[src/verilog/aes_cfg.svh]
`ifndef AES_CFG_SVH
`define AES_CFG_SVH

// Bytes in one AES block, the state is 4 rows by 4 columns.
`define AES_BLOCK_BYTES 16

// Round counts per key size, as given by FIPS-197.
`define AES_ROUNDS_128 10
`define AES_ROUNDS_192 12
`define AES_ROUNDS_256 14

// Largest round count. The round-key set holds one more key than this
// because of the initial whitening key.
`define AES_MAX_ROUNDS 14

// Low byte of the field polynomial x^8 + x^4 + x^3 + x + 1.
`define AES_MIX_POLY 8'h1b

`endif
[src/verilog/aes_pkg.sv]
`include "aes_cfg.svh"

package aes_pkg;

	// One 128-bit block. Byte 15 sits in bits 127:120 and is AES state byte 0.
	// The state fills column by column, so bytes 15..12 are the first column.
	typedef logic [`AES_BLOCK_BYTES-1:0][7:0] block_t;

	// Key-size code from the caller. Code 3 runs like a 256-bit key.
	typedef enum logic [1:0] {
		KEY_128  = 2'd0,
		KEY_192  = 2'd1,
		KEY_256  = 2'd2,
		KEY_256X = 2'd3
	} key_size_t;

	// Round index, 0 to 14.
	typedef logic [3:0] round_idx_t;

	// Expanded round keys. Index 0 is the whitening key, index r feeds round r.
	typedef block_t [`AES_MAX_ROUNDS:0] round_keys_t;

	// Multiply by 2 in GF(2^8).
	// A carry out of bit 7 folds back in through the reduction constant.
	function automatic logic [7:0] xtime(input logic [7:0] b);
		logic [7:0] shifted;
		shifted = {b[6:0], 1'b0};
		return b[7] ? (shifted ^ `AES_MIX_POLY) : shifted;
	endfunction

endpackage

[src/verilog/aes_round_ctrl.sv]
`include "aes_cfg.svh"

module aes_round_ctrl (
	input  logic                eph1,
	input  logic                rst_i,
	input  logic                start_i,
	input  aes_pkg::key_size_t  key_size_i,
	output logic                load_o,
	output logic                busy_o,
	output aes_pkg::round_idx_t round_idx_o,
	output logic                last_round_o,
	output logic                done_o
);

	aes_pkg::key_size_t  key_size_q;
	aes_pkg::round_idx_t round_idx_q;
	aes_pkg::round_idx_t num_rounds_w;
	logic                busy_q;
	logic                done_q;

	// Round count for the captured key size. Both 256-bit codes land in
	// the default arm.
	always_comb begin
		case (key_size_q)
			aes_pkg::KEY_128: num_rounds_w = aes_pkg::round_idx_t'(`AES_ROUNDS_128);
			aes_pkg::KEY_192: num_rounds_w = aes_pkg::round_idx_t'(`AES_ROUNDS_192);
			default:          num_rounds_w = aes_pkg::round_idx_t'(`AES_ROUNDS_256);
		endcase
	end

	// A start is taken only while idle. Anything arriving mid-block is dropped.
	assign load_o = start_i && !busy_q;

	// The last round skips MixColumns and ends the block.
	assign last_round_o = busy_q && (round_idx_q == num_rounds_w);

	// --------------------------------------------------------------------------
	// Round sequencing.
	// --------------------------------------------------------------------------
	// After an accepted start the index runs 1..Nr, one round per edge.
	// Busy drops at the same edge that raises done, so the done cycle is
	// already idle and can take the next start.
	always_ff @(posedge eph1) begin
		if (rst_i) begin
			busy_q      <= 1'b0;
			done_q      <= 1'b0;
			round_idx_q <= '0;
			key_size_q  <= aes_pkg::KEY_128;
		end else begin
			done_q <= last_round_o;
			if (load_o) begin
				busy_q      <= 1'b1;
				round_idx_q <= aes_pkg::round_idx_t'(1);
				key_size_q  <= key_size_i;
			end else if (last_round_o) begin
				busy_q      <= 1'b0;
				round_idx_q <= '0;
			end else if (busy_q) begin
				round_idx_q <= round_idx_q + aes_pkg::round_idx_t'(1);
			end
		end
	end

	assign busy_o      = busy_q;
	assign done_o      = done_q;
	assign round_idx_o = round_idx_q;

	// The index must stay within the round-key set in the core.
	a_idx_range: assert property (@(posedge eph1) disable iff (rst_i)
		round_idx_q <= `AES_MAX_ROUNDS);

	// Done is a single-cycle strobe.
	a_done_pulse: assert property (@(posedge eph1) disable iff (rst_i)
		done_q |=> !done_q);

	// Loading while busy would corrupt the block in flight.
	a_load_idle: assert property (@(posedge eph1) disable iff (rst_i)
		load_o |-> !busy_o);

endmodule

[config.mk]
export PLATFORM = sky130hd
export DESIGN_NAME = aes_round_ctrl
export DESIGN_NICKNAME = d
export VERILOG_FILES = /design/src/verilog/aes_pkg.sv /design/src/verilog/aes_round_ctrl.sv
export VERILOG_INCLUDE_DIRS = /design/src /design/src/verilog
export SDC_FILE = /design/constraint.sdc
export NUM_CORES = 1
export LEC_CHECK = 0
export ABC_AREA = 1
export BUFFER_PORTS_ARGS = -buffer_cell sky130_fd_sc_hd__buf_2
export CORE_AREA = 8 8 45 47
export DETAILED_ROUTE_END_ITERATION = 6
export DIE_AREA = 0 0 53 55
export GPL_ROUTABILITY_DRIVEN = 0
export PLACE_DENSITY = 0.47
export SLEW_MARGIN = 25
export SYNTH_ARGS = -nofsm -noshare
export SYNTH_HDL_FRONTEND = slang
export SYNTH_SLANG_ARGS = --single-unit
[constraint.sdc]
create_clock -name eph1 -period 1.35 [get_ports eph1]
set_clock_uncertainty 0.15 [all_clocks]
set_input_delay 0.2025 -clock eph1 [delete_from_list [all_inputs] [get_ports eph1]]
set_output_delay 0.2025 -clock eph1 [all_outputs]
set_load 0.02 [all_outputs]
==> metrics.log, run 1 <==
INFO  metric outcome = complete, but fails checks
INFO  metric violated_checks = negative setup slack
INFO  metric cts-buffers-inserted = 3
INFO  metric vias = 377
INFO  metric startpoint = round_idx_o[2]
INFO  metric worst-endpoint-arrival = 1100 ps
INFO  metric antenna_found_initial = 0
INFO  metric synth_warnings = 0
INFO  metric io_buffer_count = 12
INFO  metric worst-endpoint-required = 1000 ps
INFO  metric fin_crit_sh = 108%
INFO  metric syn_area_per_cell = 7.03 µm²
INFO  metric floorplan.io_pins = 13
INFO  metric synthToLayoutAreaGrowth = 55.8%
INFO  metric synth_area_leaders = sky130_fd_sc_hd__dfxtp_1 44%, sky130_fd_sc_hd__nor2_1 13%, sky130_fd_sc_hd__inv_1 9.2%
INFO  metric report.final.hold_viol_count = 0
INFO  metric track_usage = 6.83%
INFO  metric vias_per_cell = 4.19
INFO  metric antenna-diode-count = 0
INFO  metric via_count_of_the_first_global_routing_pass = 367
INFO  metric yosysSeqAreaShare = 43.8%
INFO  metric vdd.ir_drop.worst = 0.000528 V
INFO  metric remaining_drc_errors = 0
INFO  metric total_leakage_power = 0.000278 µW
INFO  metric drive_above_1_share = 48.6%
INFO  metric maximum_number_of_pins_on_one_net_before_global_route_repair = 7
INFO  metric cts_max_level = 1
INFO  metric worst-path-max-fanout = 3
INFO  metric clock_tree.buffer_depth = 2
INFO  metric first_iter_violations = 7
INFO  metric full_die_area = 2920 µm²
INFO  metric worstMarginPinSlew = 163 ps
INFO  metric maxSlewHeadroom = 89.0%
INFO  metric drv.max_cap_violation_count = 0
INFO  metric first_pass_iters = 2
INFO  metric clock-sinks = 8
INFO  metric holdCritStartpoint = key_size_i[0]
INFO  metric fin_util = 41.1%
INFO  metric detail_route.wl_per_cell = 10.3 µm
INFO  metric setup_slack = -101 ps
INFO  metric critical_path.reg2reg.startpoint = round_idx_o[2]
INFO  metric floorplan.die.width = 53 µm
INFO  metric row_count = 14
INFO  metric finalCriticalPeriod = 1450 ps
INFO  metric clock_tree_from_tritoncts = built
INFO  metric grt_setup_unrepaired = true
INFO  metric core = 1380 µm²
INFO  metric max_freq = 689 MHz
INFO  metric dp.final_hpwl = 705 µm
INFO  metric die_height = 55 µm
INFO  metric crit_path_start_kind = flip-flop
INFO  metric route.antenna.remaining_nets = 0
INFO  metric synth_top_area_share = 43.8%
INFO  metric overflow = 0
INFO  metric synth_nets = 58
INFO  metric routed_wl = 924 µm
INFO  metric synth.ff_latch_count = 8
INFO  metric holdCritPathClass = in -> reg
INFO  metric power_density_cells = 929 nW/µm²
INFO  metric worstSkewPairLatency = 250 ps
INFO  metric clock_transition_at_the_registers_of_the_reported_paths = 60 ps
INFO  metric timing.critical_path.to_type = output port
INFO  metric clk_root_buffer_cell = sky130_fd_sc_hd__clkbuf_4
INFO  metric yosysUniqueCellTypes = 13
INFO  metric synth_top_area_cell = sky130_fd_sc_hd__dfxtp_1
INFO  metric worstSetupPathType = reg -> out
INFO  metric synth_area = 365 µm²
INFO  metric initial_util = 26.4%
INFO  metric finalSetupTns = -101 ps
INFO  metric maxSlewViolCount = 0
INFO  metric grt_first_pass_wirelength = 1.44 mm
INFO  metric setup_viol = 1
INFO  metric layout.nets = 82
INFO  metric synthCells = 52
==> logic make-up after synthesis <==
group | share of synthesized area [%]
and+or+nand+nor | 29.1
buffers and inverters | 9.25
DFF | 43.8
AOI/OAI and AO/OA | 6.85
xor gates and xnor gates | 4.80
muxes | 2.74
adders and majority gates | 3.42
==> stage by stage <==
step / hold WS [ps] / setup WS (ps) / area, µm² / instances / power (µW)
after CTS: 78.2 / -116 / 553 / 90 / 532
after floorplan: 125 / -2.47 / 368 / 52 / 306
after global routing: 82.0 / -175 / 569 / 90 / 567
after global placement: 242 / 92.6 / 485 / 85 / 336
after detailed placement: 243 / 95.9 / 485 / 85 / 336
final: 80.9 / -101 / 569 / 90 / 529
==> cells in the mapped netlist <==
| cell | number |
|---|---|
| sky130_fd_sc_hd__xnor2_1 | 1 |
| sky130_fd_sc_hd__xor2_1 | 1 |
| sky130_fd_sc_hd__nor2_1 | 13 |
| sky130_fd_sc_hd__nand3_1 | 2 |
| sky130_fd_sc_hd__nand3b_1 | 1 |
| sky130_fd_sc_hd__dfxtp_1 | 8 |
| sky130_fd_sc_hd__o21ai_0 | 3 |
| sky130_fd_sc_hd__nand2_1 | 9 |
| sky130_fd_sc_hd__a21oi_1 | 2 |
| sky130_fd_sc_hd__nor2_2 | 1 |
| sky130_fd_sc_hd__ha_1 | 1 |
| sky130_fd_sc_hd__inv_1 | 9 |
| sky130_fd_sc_hd__mux2i_1 | 1 |
==> flip-flops by register name (all words and copies together) (netlist names) <==
| name | cells |
|---|---|
| key_size_q | 2 |
| busy_o | 1 |
| round_idx_o | 4 |
| done_o | 1 |
==> where the power goes <==
group	total [µW]	switching (µW)	internal [µW]
clock network	183	81.2	102
registers	261	11.3	250
logic	84.7	46.9	37.8
==> per-layer routing <==
metal	routed length (µm)	GRT usage [%]	vias up
li1	-	-	201
met1	347	5.31	168
met2	517	12.9	6
met3	40	3.21	2
met4	19	5.17	0
met5	0	0	-
==> path summary, 6_finish.rpt <==
check                       end  cells after the start  slack [ps]
setup / recovery   last_round_o                      6        -100
hold / removal    key_size_q[0]                      3          80
setup reg to reg         busy_o                      8          90
hold reg to reg   key_size_q[0]                      2         340
==> what timing repair did <==
| item | CTS | global route |
|---|---|---|
| endpoints found under the hold margin | 1 | 0 |
| setup buffers | 1 | 0 |
| pin swaps | 3 | 1 |
| hold buffers | 1 | 0 |
| setup endpoints to repair | 2 | 2 |
| cloned | 0 | 0 |
| gates resized for setup | 11 | 9 |
==> area by class of cell <==
class                           count  area [µm²]
Clock buffer                        3        22.5
Inverter                            9        33.8
Timing Repair Buffer               19         135
Multi-Input combinational cell     35         189
Sequential cell                     8         169
Fill cell                         157         815
Tap cell                           16        20.0
==> critical path, cell delays in order (launching register included) <==
cell and delay, ps:
sky130_fd_sc_hd__dfxtp_2 330, sky130_fd_sc_hd__buf_6 120, sky130_fd_sc_hd__nor2_2 90, sky130_fd_sc_hd__nor2_1 40, sky130_fd_sc_hd__nand2_1 90, sky130_fd_sc_hd__inv_2 50, sky130_fd_sc_hd__buf_6 120
==> placed cells by master, fill, tap and decap left out, types with 2 or more instances in the layout <==
master / instances
sky130_fd_sc_hd__nor2_2: 4
sky130_fd_sc_hd__a21oi_1: 2
sky130_fd_sc_hd__o21ai_0: 3
sky130_fd_sc_hd__clkbuf_4: 3
sky130_fd_sc_hd__buf_6: 4
sky130_fd_sc_hd__buf_4: 4
sky130_fd_sc_hd__buf_2: 10
sky130_fd_sc_hd__nand2_1: 8
sky130_fd_sc_hd__inv_1: 7
sky130_fd_sc_hd__inv_2: 2
sky130_fd_sc_hd__nand3_1: 2
sky130_fd_sc_hd__nor2_1: 9
sky130_fd_sc_hd__dfxtp_2: 7
Note: power is estimated with default switching activity, not from simulation.
==> inputs of run 2 (changes only) <==
--- a/config.mk
+++ b/config.mk
@@ -9,10 +9,12 @@
 export ABC_AREA = 1
 export BUFFER_PORTS_ARGS = -buffer_cell sky130_fd_sc_hd__buf_2
 export CORE_AREA = 8 8 45 47
+export CTS_CLUSTER_SIZE = 24
 export DETAILED_ROUTE_END_ITERATION = 6
 export DIE_AREA = 0 0 53 55
 export GPL_ROUTABILITY_DRIVEN = 0
 export PLACE_DENSITY = 0.47
+export RECOVER_POWER = 50
 export SLEW_MARGIN = 25
 export SYNTH_ARGS = -nofsm -noshare
 export SYNTH_HDL_FRONTEND = slang
==> run 2 against run 1 <==
  * The flow still finishes with violations (negative setup slack)
  * Global-route usage is the same
  * Routed wire length down 0.22%
  * Maximum frequency hardly changed
  * Combinational power fell by 0.8%
  * Non-clock buffer count unchanged
  * Clock power about the same
  * Worst hold slack about the same
  * Worst setup slack hardly changed
  * Cell area is 0.66% lower
  * Register-to-register slack is essentially flat
  * Sequential power about the same
  * Sequential cell count did not move
  * Highest routed layer unchanged
==> metrics.log, run 2 (synthesized netlist as in run 1, its figures left out) <==
INFO  metric clock_tree.buffer_depth = 2 (unchanged)
INFO  metric vdd.ir_drop.worst = 0.000528 V (about the same)
INFO  metric fin_crit_sh = 107% (about the same)
INFO  metric pwr-share-seq = 49.5% (about the same)
INFO  metric flip_flop_count_of_the_largest_register_all_copies_and_words_added = 4 (unchanged)
INFO  metric cell_internal_pwr = 389 µW (-0.19%)
INFO  metric initial_util = 26.4% (unchanged)
INFO  metric row_count = 14 (unchanged)
INFO  metric maximum_number_of_pins_on_one_net_before_global_route_repair = 7 (unchanged)
INFO  metric remaining_drc_errors = 0 (unchanged)
INFO  metric power_density_cells = 934 nW/µm² (+0.54%)
INFO  metric violated_checks = negative setup slack
INFO  metric grt_setup_unrepaired = true
INFO  metric first_iter_violations = 9 (+2)
INFO  metric full_die_area = 2920 µm² (unchanged)
INFO  metric worstMarginPinSlew = 263 ps (+99.6 ps)
INFO  metric die_height = 55 µm (unchanged)
INFO  metric cts_max_level = 1 (unchanged)
INFO  metric netSwitchingFraction = 26.4% (+0.049 points)
INFO  metric drv.max_cap_violation_count = 0 (unchanged)
INFO  metric track_usage = 6.83% (unchanged)
INFO  metric core = 1380 µm² (unchanged)
INFO  metric p_comb_share = 15.9% (about the same)
INFO  metric fin_cells = 90 (unchanged)
INFO  metric final_common_cell = sky130_fd_sc_hd__nor2_1
INFO  metric holdCritPathClass = in -> reg
INFO  metric setup_viol = 1 (unchanged)
INFO  metric first_pass_iters = 2 (unchanged)
INFO  metric clk_root_buffer_cell = sky130_fd_sc_hd__clkbuf_4
INFO  metric finalSetupTns = -101 ps (+0.0290 ps)
INFO  metric worstSkewPairLatency = 250 ps (about the same)
INFO  metric clock_tree_from_tritoncts = built
INFO  metric cts-buffers-inserted = 3 (unchanged)
INFO  metric floorplan.io_pins = 13 (unchanged)
INFO  metric via_count_of_the_first_global_routing_pass = 367 (unchanged)
INFO  metric worst-path-max-fanout = 3 (unchanged)
INFO  metric total_switching_power = 140 µW (about the same)
INFO  metric clock_transition_at_the_registers_of_the_reported_paths = 60 ps (about the same)
INFO  metric crit_path_start_kind = flip-flop
INFO  metric floorplan.die.width = 53 µm (unchanged)
INFO  metric report.final.hold_viol_count = 0 (unchanged)
INFO  metric fin_util = 40.9% (-0.27 points)
INFO  metric setup_slack = -101 ps (+0.0290 ps)
INFO  metric worst-endpoint-required = 1000 ps (about the same)
INFO  metric vias = 377 (unchanged)
INFO  metric max_freq = 689 MHz (about the same)
INFO  metric power.clock.fraction = 34.6% (about the same)
INFO  metric maxSlewViolCount = 0 (unchanged)
INFO  metric layout.nets = 82 (unchanged)
INFO  metric dp.final_hpwl = 705 µm (unchanged)
INFO  metric outcome = complete, but fails checks
INFO  metric total_leakage_power = 0.000266 µW (-4.4%)
INFO  metric drive_above_1_share = 44.6% (-4.1 points)
INFO  metric layout.cells.most_common_list = 9 x sky130_fd_sc_hd__nor2_1, 8 x sky130_fd_sc_hd__nand2_1, 7 x sky130_fd_sc_hd__inv_1, 7 x sky130_fd_sc_hd__dfxtp_2, 7 x sky130_fd_sc_hd__buf_2
INFO  metric route.antenna.remaining_nets = 0 (unchanged)
INFO  metric io_buffer_count = 12 (unchanged)
INFO  metric timing.critical_path.to_type = output port
INFO  metric clock-sinks = 8 (unchanged)
INFO  metric fin_total_pwr = 528 µW (-0.13%)
INFO  metric synthToLayoutAreaGrowth = 54.8%
INFO  metric routed_wl = 922 µm (-0.22%)
INFO  metric vias_per_cell = 4.19 (unchanged)
INFO  metric worstSetupPathType = reg -> out
INFO  metric antenna_found_initial = 0 (unchanged)
INFO  metric worst-endpoint-arrival = 1100 ps (about the same)
INFO  metric maxSlewHeadroom = 82.5% (-6.5 points)
INFO  metric detail_route.wl_per_cell = 10.2 µm (-0.22%)
INFO  metric placed_instances = 85 (unchanged)
INFO  metric overflow = 0 (unchanged)
INFO  metric number_of_fill_cells_in_the_layout = 157 (unchanged)
INFO  metric grt_first_pass_wirelength = 1.44 mm (unchanged)
INFO  metric antenna-diode-count = 0 (unchanged)
INFO  metric finalCriticalPeriod = 1450 ps (-0.0290 ps)
## run 2: power groups by stage
stage          Combinational [µW]  Sequential (µW)  Clock (µW)
6_report                     84.0              261         183
3_3_place_gp                 74.1              262           0
4_1_cts                      83.1              257         192
5_1_grt                      92.6              263         211
2_1_floorplan                35.5              270           0
3_5_place_dp                 74.1              262           0
## run 2: what timing repair did
action                                 CTS  global route
setup endpoints to repair                2             2
hold buffers                             1             0
pin swaps                                3             1
endpoints found under the hold margin    1             0
gates resized for setup                 11             9
buffers inserted                         1             0
## run 2: through the flow
stage                     hold WS [ps]  cell area, µm²  setup WS [ps]
after floorplan                    125             368          -2.47
after global placement             242             485           92.6
after detailed placement           243             485           95.9
after CTS                         78.2             553           -116
after global routing              82.0             566           -175
final                             80.9             566           -101
## run 2: layout make-up
class                      instances  area, µm²  area share (%)
clock buffer                       3       22.5            3.98
inverter                           9       33.8            5.97
multi-input combinational         35        189            33.4
sequential                         8        169            29.9
tap                               16       20.0            3.54
timing repair buffer              19        131            23.2
## run 2: worst paths after layout
check            startpoint       endpoint  slack (ps)  cells after the start
max          round_idx_o[2]   last_round_o        -100                      6
min           key_size_i[0]  key_size_q[0]          80                      3
max reg2reg  round_idx_o[2]         busy_o          90                      8
min reg2reg   key_size_q[0]  key_size_q[0]         340                      2
## run 2: worst max-delay path, cell delays in order, from the launching register on
cell and delay [ps]:
sky130_fd_sc_hd__dfxtp_2 330, sky130_fd_sc_hd__buf_6 120, sky130_fd_sc_hd__nor2_2 90, sky130_fd_sc_hd__nor2_1 40, sky130_fd_sc_hd__nand2_1 90, sky130_fd_sc_hd__inv_2 50, sky130_fd_sc_hd__buf_6 120
## run 2: routing by layer
| metal | routed length [µm] | global-route usage (%) | vias to the layer above | share of wire (%) |
|---|---|---|---|---|
| li1 | - | - | 201 | - |
| met1 | 346 | 5.31 | 168 | 38 |
| met2 | 515 | 12.9 | 6 | 56 |
| met3 | 40 | 3.21 | 2 | 4.3 |
| met4 | 19 | 5.17 | 0 | 2.1 |
| met5 | 0 | 0 | - | 0 |
==> inputs of run 3 (changes only) <==
--- a/config.mk
+++ b/config.mk
@@ -15,6 +15,7 @@
 export GPL_ROUTABILITY_DRIVEN = 0
 export PLACE_DENSITY = 0.47
 export RECOVER_POWER = 50
+export SETUP_SLACK_MARGIN = 0.15
 export SLEW_MARGIN = 25
 export SYNTH_ARGS = -nofsm -noshare
 export SYNTH_HDL_FRONTEND = slang
==> run 3 against run 2 <==
  * The run still ends with negative setup slack left
  * Clock power is 5% higher
  * Sequential power hardly changed
  * Combinational power is 16% higher
  * Worst setup slack better by 18 ps
  * Largest power group unchanged
==> metrics.log, run 3 (synthesized netlist as in run 1, its figures left out) <==
INFO  metric clock_tree.buffer_depth = 2 (unchanged)
INFO  metric crit_path_start_kind = flip-flop
INFO  metric setup_slack = -83.6 ps (+17.7 ps)
INFO  metric io_buffer_count = 12 (unchanged)
INFO  metric grt_setup_unrepaired = true
INFO  metric fin_util = 44.4% (+3.5 points)
INFO  metric first_pass_iters = 1 (-1)
INFO  metric row_count = 14 (unchanged)
INFO  metric clock_transition_at_the_registers_of_the_reported_paths = 60 ps (about the same)
INFO  metric vdd.ir_drop.worst = 0.000354 V (-33%)
INFO  metric pwr-share-seq = 47.2% (-2.3 points)
INFO  metric power_density_cells = 896 nW/µm² (-4.1%)
INFO  metric holdCritPathClass = in -> reg
INFO  metric flip_flop_count_of_the_largest_register_all_copies_and_words_added = 4 (unchanged)
INFO  metric cts_max_level = 1 (unchanged)
INFO  metric worst-endpoint-required = 1000 ps (about the same)
INFO  metric floorplan.die.width = 53 µm (unchanged)
INFO  metric setup_viol = 1 (unchanged)
INFO  metric clock-sinks = 8 (unchanged)
INFO  metric total_switching_power = 155 µW (+11%)
INFO  metric final_common_cell = sky130_fd_sc_hd__nor2_1
INFO  metric initial_util = 26.4% (unchanged)
INFO  metric outcome = complete, but fails checks
INFO  metric clock_tree_from_tritoncts = built
INFO  metric antenna-diode-count = 0 (unchanged)
INFO  metric vias_per_cell = 4.37 (+4.2%)
INFO  metric violated_checks = negative setup slack
INFO  metric drv.max_cap_violation_count = 0 (unchanged)
INFO  metric detail_route.wl_per_cell = 10.7 µm (+4.1%)
INFO  metric cts-buffers-inserted = 3 (unchanged)
INFO  metric timing.critical_path.to_type = output port
INFO  metric cell_internal_pwr = 395 µW (+1.7%)
INFO  metric clk_root_buffer_cell = sky130_fd_sc_hd__clkbuf_4
INFO  metric synthToLayoutAreaGrowth = 68.2%
INFO  metric via_count_of_the_first_global_routing_pass = 362 (-1.4%)
INFO  metric route.antenna.remaining_nets = 0 (unchanged)
INFO  metric dp.final_hpwl = 703 µm (-0.26%)
INFO  metric die_height = 55 µm (unchanged)
INFO  metric drive_above_1_share = 55.4% (+11 points)
INFO  metric fin_cells = 90 (unchanged)
INFO  metric remaining_drc_errors = 0 (unchanged)
INFO  metric maxSlewHeadroom = 83.1% (+0.59 points)
INFO  metric layout.cells.most_common_list = 9 x sky130_fd_sc_hd__nor2_1, 6 x sky130_fd_sc_hd__nand2_1, 6 x sky130_fd_sc_hd__buf_2, 6 x sky130_fd_sc_hd__buf_4
INFO  metric finalHoldWorstSlack = 76.8 ps (-4.09 ps)
INFO  metric worstMarginPinSlew = 254 ps (-8.85 ps)
INFO  metric report.final.hold_viol_count = 0 (unchanged)
INFO  metric placed_instances = 81 (-4.7%)
INFO  metric routed_wl = 960 µm (+4.1%)
INFO  metric power.clock.fraction = 35.1% (+0.5 points)
INFO  metric overflow = 0 (unchanged)
INFO  metric worstSetupPathType = reg -> out
INFO  metric antenna_found_initial = 0 (unchanged)
INFO  metric netSwitchingFraction = 28.2% (+1.8 points)
INFO  metric vias = 393 (+4.2%)
INFO  metric worst-path-max-fanout = 5 (+2)
INFO  metric track_usage = 7.21% (+0.38 points)
INFO  metric full_die_area = 2920 µm² (unchanged)
INFO  metric total_leakage_power = 0.000274 µW (+3.3%)
INFO  metric fin_crit_sh = 106% (-1.3 points)
INFO  metric maximum_number_of_pins_on_one_net_before_global_route_repair = 7 (unchanged)
INFO  metric first_iter_violations = 0 (-9)
INFO  metric worstSkewPairLatency = 260 ps (about the same)
INFO  metric layout.nets = 82 (unchanged)
INFO  metric core = 1380 µm² (unchanged)
INFO  metric maxSlewViolCount = 0 (unchanged)
INFO  metric grt_first_pass_wirelength = 1.49 mm (+3.3%)
INFO  metric p_comb_share = 17.8% (+1.9 points)
INFO  metric number_of_fill_cells_in_the_layout = 150 (-4.5%)
INFO  metric finalCriticalPeriod = 1430 ps (-17.7 ps)
INFO  metric floorplan.io_pins = 13 (unchanged)
INFO  metric worst-endpoint-arrival = 1080 ps (-20 ps)
INFO  metric max_freq = 698 MHz (+1.2%)
## run 3: timing repair
action | 4_1_cts | 5_1_grt
hold buffers | 1 | 0
buffers inserted | 4 | 1
hold endpoints to repair | 1 | 0
setup endpoints to repair | 2 | 10
pin swaps | 2 | 3
gates cloned | 0 | 0
resized for setup | 10 | 20
## run 3: through the flow
step	setup TNS, ps	total power, µW	cell area [µm²]	setup WS, ps
6_report	-83.6	551	614	-83.6
2_1_floorplan	0	307	373	135
5_1_grt	-145	586	614	-145
4_1_cts	-98.2	532	548	-98.2
3_3_place_gp	0	334	460	84.9
3_5_place_dp	0	335	460	72.8
## run 3: metal layers
metal	share of wire (%)	GRT usage, %	vias up	wire length (µm)
met5	0	0	-	0
met4	3.3	7.76	0	32
met3	3.9	2.14	4	37
met2	49	11.1	7	471
li1	-	-	206	-
met1	44	7.44	176	418
## run 3: power by group through the flow
stage          registers [µW]  clock network, µW  logic [µW]
2_1_floorplan             271                  0        35.6
3_3_place_gp              264                  0        70.2
3_5_place_dp              265                  0        69.9
4_1_cts                   260                195        77.0
5_1_grt                   262                217         108
6_report                  260                193        97.8
## run 3: worst paths after layout
| check | slack (ps) | to | cells after the start | from |
|---|---|---|---|---|
| worst max-delay path | -80 | last_round_o | 5 | busy_o |
| worst min-delay path | 80 | busy_o | 3 | start_i |
| worst max register to register | 200 | round_idx_o[3] | 6 | busy_o |
| worst min register to register | 330 | key_size_q[0] | 2 | key_size_q[0] |
## run 3: area by class of cell
type	count	area [µm²]	area share [%]
clock buffers	3	22.5	3.67
inverters	9	36.3	5.91
multi-input cells	35	216	35.2
flip-flops and latches	8	174	28.3
well taps	16	20.0	3.26
repair buffers	19	145	23.6
## run 3: worst max-delay path, stage by stage, from the launching register on
cell and delay, ps:
sky130_fd_sc_hd__dfxtp_4 380, sky130_fd_sc_hd__nand3_2 90, sky130_fd_sc_hd__nor2_2 120, sky130_fd_sc_hd__nand2_2 70
sky130_fd_sc_hd__inv_2 60, sky130_fd_sc_hd__buf_6 110
